## config.mk

```make
export PLATFORM = sky130hd
export DESIGN_NAME = csr_unit_top
export DESIGN_NICKNAME = d
export VERILOG_FILES = /design/src/design/csr_pkg.sv /design/src/design/csr_regfile.sv /design/src/design/int_ctrl.sv /design/src/design/excp_ctrl.sv /design/src/design/csr_unit_top.sv
export SDC_FILE = /design/constraint.sdc
export NUM_CORES = 1
export LEC_CHECK = 0
export BUFFER_PORTS_ARGS = -buffer_cell sky130_fd_sc_hd__clkbuf_2
export CAP_MARGIN = 40
export CORE_MARGIN = 2
export CORE_UTILIZATION = 45
export DETAILED_ROUTE_END_ITERATION = 8
export PLACE_DENSITY = 0.73
export SLEW_MARGIN = 20
export SYNTH_ARGS = -nofsm -noshare
export SYNTH_HDL_FRONTEND = slang
export SYNTH_SLANG_ARGS = --single-unit
```

## constraint.sdc

```tcl
create_clock -name clk -period 5.3 [get_ports clk]
set_input_delay 0.53 -clock clk [delete_from_list [all_inputs] [get_ports clk]]
set_output_delay 0.53 -clock clk [all_outputs]
set_load 0.1 [all_outputs]
```

## src/design/csr_pkg.sv

```systemverilog
`default_nettype none

package csr_pkg;

    // csr numbers handled by this unit
    typedef enum logic [13:0] {
        CRMD   = 14'h00,
        PRMD   = 14'h01,
        ECFG   = 14'h04,
        ESTAT  = 14'h05,
        ERA    = 14'h06,
        EENTRY = 14'h0C,
        CPUID  = 14'h20,
        SAVE0  = 14'h30,
        SAVE1  = 14'h31,
        SAVE2  = 14'h32,
        SAVE3  = 14'h33
    } csr_addr_e;

    // exception codes seen on excp_req
    typedef enum logic [5:0] {
        INT = 6'h00,
        SYS = 6'h0B,
        BRK = 6'h0C,
        INE = 6'h0D
    } ecode_e;

    // ones over bits hi:lo
    function automatic logic [31:0] field_mask(input int hi, input int lo);
        return ((32'h1 << (hi - lo + 1)) - 32'h1) << lo;
    endfunction

    // crmd fields
    localparam int CRMD_PLV_LO  = 0;
    localparam int CRMD_PLV_HI  = 1;
    localparam int CRMD_IE      = 2;
    localparam int CRMD_DA      = 3;
    localparam int CRMD_PG      = 4;
    localparam int CRMD_DATF_LO = 5;
    localparam int CRMD_DATF_HI = 6;
    localparam int CRMD_DATM_LO = 7;
    localparam int CRMD_DATM_HI = 8;

    // prmd fields
    localparam int PRMD_PPLV_LO = 0;
    localparam int PRMD_PPLV_HI = 1;
    localparam int PRMD_PIE     = 2;

    // ecfg lie is 12:0 architecturally but only 9:0 is kept here
    localparam int ECFG_LIE_LO    = 0;
    localparam int ECFG_LIE_WR_HI = 9;

    // estat fields
    localparam int ESTAT_IS_SW_LO    = 0;
    localparam int ESTAT_IS_SW_HI    = 1;
    localparam int ESTAT_IS_HW_LO    = 2;
    localparam int ESTAT_IS_HW_HI    = 9;
    localparam int ESTAT_ECODE_LO    = 16;
    localparam int ESTAT_ECODE_HI    = 21;
    localparam int ESTAT_ESUBCODE_LO = 22;
    localparam int ESTAT_ESUBCODE_HI = 30;

    // eentry handler base
    localparam int EENTRY_VA_LO = 6;
    localparam int EENTRY_VA_HI = 31;

    // writable bits per register
    localparam logic [31:0] CRMD_WMASK = field_mask(CRMD_PLV_HI, CRMD_PLV_LO)
        | field_mask(CRMD_IE, CRMD_IE) | field_mask(CRMD_DA, CRMD_DA)
        | field_mask(CRMD_PG, CRMD_PG) | field_mask(CRMD_DATF_HI, CRMD_DATF_LO)
        | field_mask(CRMD_DATM_HI, CRMD_DATM_LO);
    localparam logic [31:0] PRMD_WMASK = field_mask(PRMD_PPLV_HI, PRMD_PPLV_LO)
        | field_mask(PRMD_PIE, PRMD_PIE);
    localparam logic [31:0] ECFG_WMASK   = field_mask(ECFG_LIE_WR_HI, ECFG_LIE_LO);
    localparam logic [31:0] EENTRY_WMASK = field_mask(EENTRY_VA_HI, EENTRY_VA_LO);

    // direct address translation on out of reset
    localparam logic [31:0] CRMD_RESET = 32'h1 << CRMD_DA;

    typedef struct packed {
        logic        wr_en;
        logic [13:0] waddr;
        logic [31:0] wdata;
        logic [13:0] raddr;
    } csr_req_t;

    typedef struct packed {
        logic        valid;
        ecode_e      ecode;
        logic [8:0]  esubcode;
        logic [31:0] pc;
    } excp_req_t;

    typedef struct packed {
        logic        excp;
        logic        ertn;
        logic [31:0] era;
        ecode_e      ecode;
        logic [8:0]  esubcode;
    } flush_t;

    typedef struct packed {
        logic        valid;
        logic [31:0] pc;
    } redirect_t;

endpackage

`default_nettype wire

```

## src/design/csr_regfile.sv

```systemverilog
`timescale 1ns/1ps
`default_nettype none

module csr_regfile
    import csr_pkg::*;
(
    input  logic        clk,
    input  logic        reset,
    input  csr_req_t    csr_req,
    input  flush_t      flush,
    input  logic [7:0]  hw_is,
    output logic [31:0] rdata,
    output logic [1:0]  plv,
    output logic [31:0] eentry,
    output logic [31:0] era,
    output logic        ie,
    output logic [9:0]  is,
    output logic [9:0]  lie
);

    logic [31:0] crmd;
    logic [31:0] prmd;
    logic [31:0] ecfg;
    logic [31:0] estat;
    logic [31:0] era_q;
    logic [31:0] eentry_q;
    logic [31:0] save [4];

    logic crmd_wen;
    logic prmd_wen;
    logic ecfg_wen;
    logic estat_wen;
    logic era_wen;
    logic eentry_wen;

    // per-register write strobes
    assign crmd_wen   = csr_req.wr_en && (csr_req.waddr == CRMD);
    assign prmd_wen   = csr_req.wr_en && (csr_req.waddr == PRMD);
    assign ecfg_wen   = csr_req.wr_en && (csr_req.waddr == ECFG);
    assign estat_wen  = csr_req.wr_en && (csr_req.waddr == ESTAT);
    assign era_wen    = csr_req.wr_en && (csr_req.waddr == ERA);
    assign eentry_wen = csr_req.wr_en && (csr_req.waddr == EENTRY);

    // crmd takes exception entry over ertn over a software write
    always_ff @(posedge clk) begin
        if (reset) begin
            crmd <= CRMD_RESET;
        end else if (flush.excp) begin
            crmd[CRMD_PLV_HI:CRMD_PLV_LO] <= 2'b00;
            crmd[CRMD_IE]                 <= 1'b0;
        end else if (flush.ertn) begin
            crmd[CRMD_PLV_HI:CRMD_PLV_LO] <= prmd[PRMD_PPLV_HI:PRMD_PPLV_LO];
            crmd[CRMD_IE]                 <= prmd[PRMD_PIE];
        end else if (crmd_wen) begin
            crmd <= csr_req.wdata & CRMD_WMASK;
        end
    end

    // prmd saves the interrupted mode on exception entry
    always_ff @(posedge clk) begin
        if (reset) begin
            prmd <= '0;
        end else if (flush.excp) begin
            prmd[PRMD_PPLV_HI:PRMD_PPLV_LO] <= crmd[CRMD_PLV_HI:CRMD_PLV_LO];
            prmd[PRMD_PIE]                  <= crmd[CRMD_IE];
        end else if (prmd_wen) begin
            prmd <= csr_req.wdata & PRMD_WMASK;
        end
    end

    always_ff @(posedge clk) begin
        if (reset) begin
            ecfg <= '0;
        end else if (ecfg_wen) begin
            ecfg <= csr_req.wdata & ECFG_WMASK;
        end
    end

    // hardware pending bits follow the sampled lines every cycle
    always_ff @(posedge clk) begin
        if (reset) begin
            estat <= '0;
        end else begin
            estat[ESTAT_IS_HW_HI:ESTAT_IS_HW_LO] <= hw_is;
            if (flush.excp) begin
                estat[ESTAT_ECODE_HI:ESTAT_ECODE_LO]       <= flush.ecode;
                estat[ESTAT_ESUBCODE_HI:ESTAT_ESUBCODE_LO] <= flush.esubcode;
            end else if (estat_wen) begin
                // only the two software interrupt bits are writable
                estat[ESTAT_IS_SW_HI:ESTAT_IS_SW_LO] <=
                    csr_req.wdata[ESTAT_IS_SW_HI:ESTAT_IS_SW_LO];
            end
        end
    end

    // era takes the faulting pc
    always_ff @(posedge clk) begin
        if (flush.excp) begin
            era_q <= flush.era;
        end else if (era_wen) begin
            era_q <= csr_req.wdata;
        end
    end

    always_ff @(posedge clk) begin
        if (reset) begin
            eentry_q <= '0;
        end else if (eentry_wen) begin
            eentry_q <= csr_req.wdata & EENTRY_WMASK;
        end
    end

    // scratch registers for the handler
    for (genvar i = 0; i < 4; i++) begin : g_save
        always_ff @(posedge clk) begin
            if (csr_req.wr_en && (csr_req.waddr == 14'(SAVE0 + i))) begin
                save[i] <= csr_req.wdata;
            end
        end
    end

    // read port where a same-cycle write wins
    always_comb begin
        if (csr_req.wr_en && (csr_req.waddr == csr_req.raddr)) begin
            rdata = csr_req.wdata;
        end else begin
            case (csr_req.raddr)
                CRMD:    rdata = crmd;
                PRMD:    rdata = prmd;
                ECFG:    rdata = ecfg;
                ESTAT:   rdata = estat;
                ERA:     rdata = era_q;
                EENTRY:  rdata = eentry_q;
                SAVE0:   rdata = save[0];
                SAVE1:   rdata = save[1];
                SAVE2:   rdata = save[2];
                SAVE3:   rdata = save[3];
                // cpuid reads as core 0 like any unmapped address
                default: rdata = '0;
            endcase
        end
    end

    // privilege level as it will be after this cycle
    always_comb begin
        if (flush.excp) begin
            plv = 2'b00;
        end else if (flush.ertn) begin
            plv = prmd[PRMD_PPLV_HI:PRMD_PPLV_LO];
        end else if (crmd_wen) begin
            plv = csr_req.wdata[CRMD_PLV_HI:CRMD_PLV_LO];
        end else begin
            plv = crmd[CRMD_PLV_HI:CRMD_PLV_LO];
        end
    end

    assign eentry = eentry_q;
    assign era    = era_q;
    assign ie     = crmd[CRMD_IE];
    assign is     = estat[ESTAT_IS_HW_HI:ESTAT_IS_SW_LO];
    assign lie    = ecfg[ECFG_LIE_WR_HI:ECFG_LIE_LO];

endmodule

`default_nettype wire

```

## src/design/int_ctrl.sv

```systemverilog
`timescale 1ns/1ps
`default_nettype none

module int_ctrl (
    input  logic       clk,
    input  logic       reset,
    input  logic [7:0] interrupt,
    input  logic       ie,
    input  logic [9:0] is,
    input  logic [9:0] lie,
    output logic [7:0] hw_is,
    output logic       has_int
);

    logic [9:0] pending;

    // first sampling stage for the external lines
    always_ff @(posedge clk) begin
        if (reset) begin
            hw_is <= '0;
        end else begin
            hw_is <= interrupt;
        end
    end

    // sources that are both raised and locally enabled
    assign pending = is & lie;

    // global enable gates the whole set
    assign has_int = ie & (|pending);

endmodule

`default_nettype wire

```

## src/design/excp_ctrl.sv

```systemverilog
`timescale 1ns/1ps
`default_nettype none

module excp_ctrl
    import csr_pkg::*;
(
    input  logic        clk,
    input  logic        reset,
    input  excp_req_t   excp_req,
    input  logic        ertn,
    input  logic [31:0] eentry,
    input  logic [31:0] era,
    output flush_t      flush,
    output redirect_t   redirect
);

    logic        take_excp;
    logic        take_ertn;
    logic        redirect_valid;
    logic [31:0] redirect_pc;
    logic [31:0] target;

    // exception wins and a colliding ertn is dropped
    assign take_excp = excp_req.valid;
    assign take_ertn = ertn & ~excp_req.valid;

    always_comb begin
        flush.excp     = take_excp;
        flush.ertn     = take_ertn;
        flush.era      = excp_req.pc;
        flush.ecode    = excp_req.ecode;
        flush.esubcode = excp_req.esubcode;
    end

    // handler base for exceptions, saved pc for ertn
    assign target = take_excp ? (eentry & EENTRY_WMASK) : era;

    always_ff @(posedge clk) begin
        if (reset) begin
            redirect_valid <= 1'b0;
        end else begin
            redirect_valid <= take_excp | take_ertn;
        end
    end

    always_ff @(posedge clk) begin
        if (take_excp || take_ertn) begin
            redirect_pc <= target;
        end
    end

    assign redirect.valid = redirect_valid;
    assign redirect.pc    = redirect_pc;

endmodule

`default_nettype wire

```

## src/design/csr_unit_top.sv

```systemverilog
`timescale 1ns/1ps
`default_nettype none

module csr_unit_top
    import csr_pkg::*;
(
    input  logic        clk,
    input  logic        reset,
    input  csr_req_t    csr_req,
    input  excp_req_t   excp_req,
    input  logic        ertn,
    input  logic [7:0]  interrupt,
    output logic [31:0] rdata,
    output logic [1:0]  plv,
    output logic        has_int,
    output redirect_t   redirect
);

    flush_t      flush;
    logic [31:0] eentry;
    logic [31:0] era;
    logic [7:0]  hw_is;
    logic        ie;
    logic [9:0]  is;
    logic [9:0]  lie;

    csr_regfile csr_regfile_inst (
        .clk     (clk),
        .reset   (reset),
        .csr_req (csr_req),
        .flush   (flush),
        .hw_is   (hw_is),
        .rdata   (rdata),
        .plv     (plv),
        .eentry  (eentry),
        .era     (era),
        .ie      (ie),
        .is      (is),
        .lie     (lie)
    );

    int_ctrl int_ctrl_inst (
        .clk       (clk),
        .reset     (reset),
        .interrupt (interrupt),
        .ie        (ie),
        .is        (is),
        .lie       (lie),
        .hw_is     (hw_is),
        .has_int   (has_int)
    );

    excp_ctrl excp_ctrl_inst (
        .clk      (clk),
        .reset    (reset),
        .excp_req (excp_req),
        .ertn     (ertn),
        .eentry   (eentry),
        .era      (era),
        .flush    (flush),
        .redirect (redirect)
    );

endmodule

`default_nettype wire

```

==> reports/results.ini <==
[power_and_ir_drop]
power_frac_seq=0.487
p_int_w=0.00373
combPwrFrac=0.097
netSwitchingFraction=0.240
p_leak_nw=5.24
peakVddDrop_v=0.000220
clock_power_share=0.416
p_sw_w=0.00118
pwr_density_cell_mw_per_mm2=333

[global_route]
gr-usage-met2=0.390
antenna_found_initial=1
gr-usage-met3=0.0402
grt-busiest-layer=met2
grt_pass1_wl_um=51600
grt_overflow_total=0
grt_max_degree=37
grt_pass1_vias=8787
met1_usage=0.331
grtUsageTotal=0.240

[logic_synthesis]
synth_edf_count=192
synthAdderAreaFrac=0
synth-xor-area-share=0.0102
synth_top_family_by_area=multiplexers
synth_compound_area_frac=0.109
synth_simple_gate_area_frac=0.112
syn_area_mm2=0.0120
synth_top_flop_cell=edfxtp_1
yosys_warnings=0
synthMuxAreaShare=0.128
avgSynthCellArea_um2=13.1
yosysSeqAreaShare=0.617
async_flop_share=0
syn_inst=919
synth-seq-cells=274
synth_nets=1039
synth_cell_types=61

[timing]
max-slew-margin-rel=0.385
setup_tns_ns=0
fin_ws_ns=1.21
setup_viol_count_final=0
fin_hold_ws_ns=0.204
fin_crit_sh=0.771
timing.fmax_ghz=0.245
slew_violations=0
hold_violations=0
skew_ns=0.00805
grt_setup_unrepaired=false
layout_min_cycle_time_ns=4.09
worst_slew_pin_slew_ns=0.915

[floorplan]
core-area_mm2=0.0261
initial_core_util=0.460
die_h_um=167
die_area_mm2=0.0280
rows=59
dieWidth_um=167
io_pins=188

[setup_path]
worstSetupEndpointType=primary output
startpoint_type=input pin
critPathArrivalTime_ns=3.56
critPathRequiredTime_ns=4.77
crit_type=in -> out
worstPathMaxFanout=15

[finish]
drive_above_1_share=0.326
nets=1226
design_area_mm2=0.0147
layout_commonest_cell=edfxtp_1
layout_common_cells=edfxtp_1, clkbuf_2, nand2_1
area.growth.synth_to_final_pct=22.8

[placed_design]
dp_hpwl_um=22300
io_buffers=187
gp_congestion=0.869
placed_area_mm2=0.0138
dp_slack_ns=1.25

[clocking]
tritoncts=built
cts-resized-gates=0
cts_setup_buffers=0
cts_max_path_buffers=3
htree_num_levels=1
path_clk_slew_ns=0.06
cts_hold_buf=0
numCtsBuffers=28
clock-sinks=274
clock_latency_ns=0.54
root_buffer=clkbuf_16

[routing]
drt_pass1_iterations=7
wire_per_inst_um=23.2
postRouteAntennaNets=0
vias=8711
first_iter_violations=903
drt-total-wl_um=34000
drc=11
viasPerCell=5.95

[worst_hold_path]
min_path_type=in -> reg

[run_status]
status=finished, violations left
violations=DRC

[job]
max-cap-violations=0

[power groups by stage]
stage / registers, W / logic [W] / clock network [W]
global route: 0.00239 / 0.000500 / 0.00215
global placement: 0.00243 / 0.000466 / 0
finish: 0.00239 / 0.000475 / 0.00204
detailed placement: 0.00243 / 0.000474 / 0
CTS: 0.00239 / 0.000476 / 0.00207
floorplan: 0.00259 / 0.000158 / 0
[critical path, stage by stage]
cell      delay [ns]
clkbuf_2        0.11
or4_1           0.84
nor4_4          0.81
buf_4           0.38
nand2_1         0.12
o221ai_1        0.08
o31a_1          0.19
clkbuf_2        0.47
[per-stage QoR]
step / instances / util / power (W)
2_1_floorplan: 919 / - / 0.00275
3_3_place_gp: 1406 / 0.524 / 0.00290
3_5_place_dp: 1410 / 0.527 / 0.00291
4_1_cts: 1462 / 0.564 / 0.00493
5_1_grt: 1464 / 0.564 / 0.00505
6_report: 1464 / 0.564 / 0.00491
[registers in the layout, indices dropped and copies added, names as in the netlist]
signal	flops
csr_regfile_inst.save	128
csr_regfile_inst.era	32
excp_ctrl_inst.redirect_pc	32
csr_regfile_inst.eentry	26
csr_regfile_inst.estat	25
csr_regfile_inst.ecfg	10
csr_regfile_inst.crmd	9
int_ctrl_inst.hw_is	8
csr_regfile_inst.prmd	3
excp_ctrl_inst.redirect_valid	1
[per-layer routing]
metal / part of all wire / vias to the layer above / routed length (um)
met5: 0 / - / 0
met4: 0.028 / 0 / 941
met3: 0.086 / 64 / 2910
met2: 0.47 / 433 / 15900
met1: 0.42 / 4294 / 14200
li1: - / 3920 / -
[cell families after synthesis]
group / Yosys count
compound gates: 184
xor+xnor: 14
buf+inv: 64
flops: 274
mux: 134
simple gates: 249
[synth_stat cells, types with 7 or more instances]
| cell type | count | area, um2 |
|---|---|---|
| nand4_1 | 10 | 62.6 |
| nand3_1 | 10 | 50.1 |
| a22o_1 | 27 | 236 |
| edfxtp_1 | 192 | 5770 |
| o211ai_1 | 13 | 97.6 |
| mux2_2 | 75 | 845 |
| nor2_1 | 49 | 184 |
| a22oi_1 | 48 | 360 |
| buf_2 | 12 | 60.1 |
| mux2i_1 | 51 | 510 |
| nor2b_1 | 26 | 163 |
| mux4_2 | 8 | 180 |
| nand2_1 | 90 | 338 |
| dfxtp_1 | 82 | 1640 |
| o21ai_0 | 9 | 45.0 |
| clkbuf_1 | 36 | 135 |
| nor3_1 | 12 | 60.1 |
| a21oi_1 | 48 | 240 |
| nor4_1 | 7 | 43.8 |
| xnor2_1 | 14 | 123 |
[path summary, 6_finish.rpt]
path	startpoint	to	slack, ns	cells after the start
worst max-delay path	csr_req[8]	rdata[22]	1.21	8
worst min-delay path	interrupt[2]	int_ctrl_inst.hw_is[2]	0.20	2
worst max register to register	csr_regfile_inst.crmd[2]	csr_regfile_inst.crmd[2]	4.27	2
worst min register to register	int_ctrl_inst.hw_is[0]	csr_regfile_inst.estat[2]	0.44	1
[cell type report]
type	instances	area, um2
clock buffers	42	845
well taps	335	419
fillers	2164	11400
repair buffers	215	1570
flip-flops and latches	274	7410
multi-input cells	581	4360
diodes	1	2.50
clock inverters	10	125
inverters	6	22.5
No activity file was read; power rests on OpenSTA's default activity.
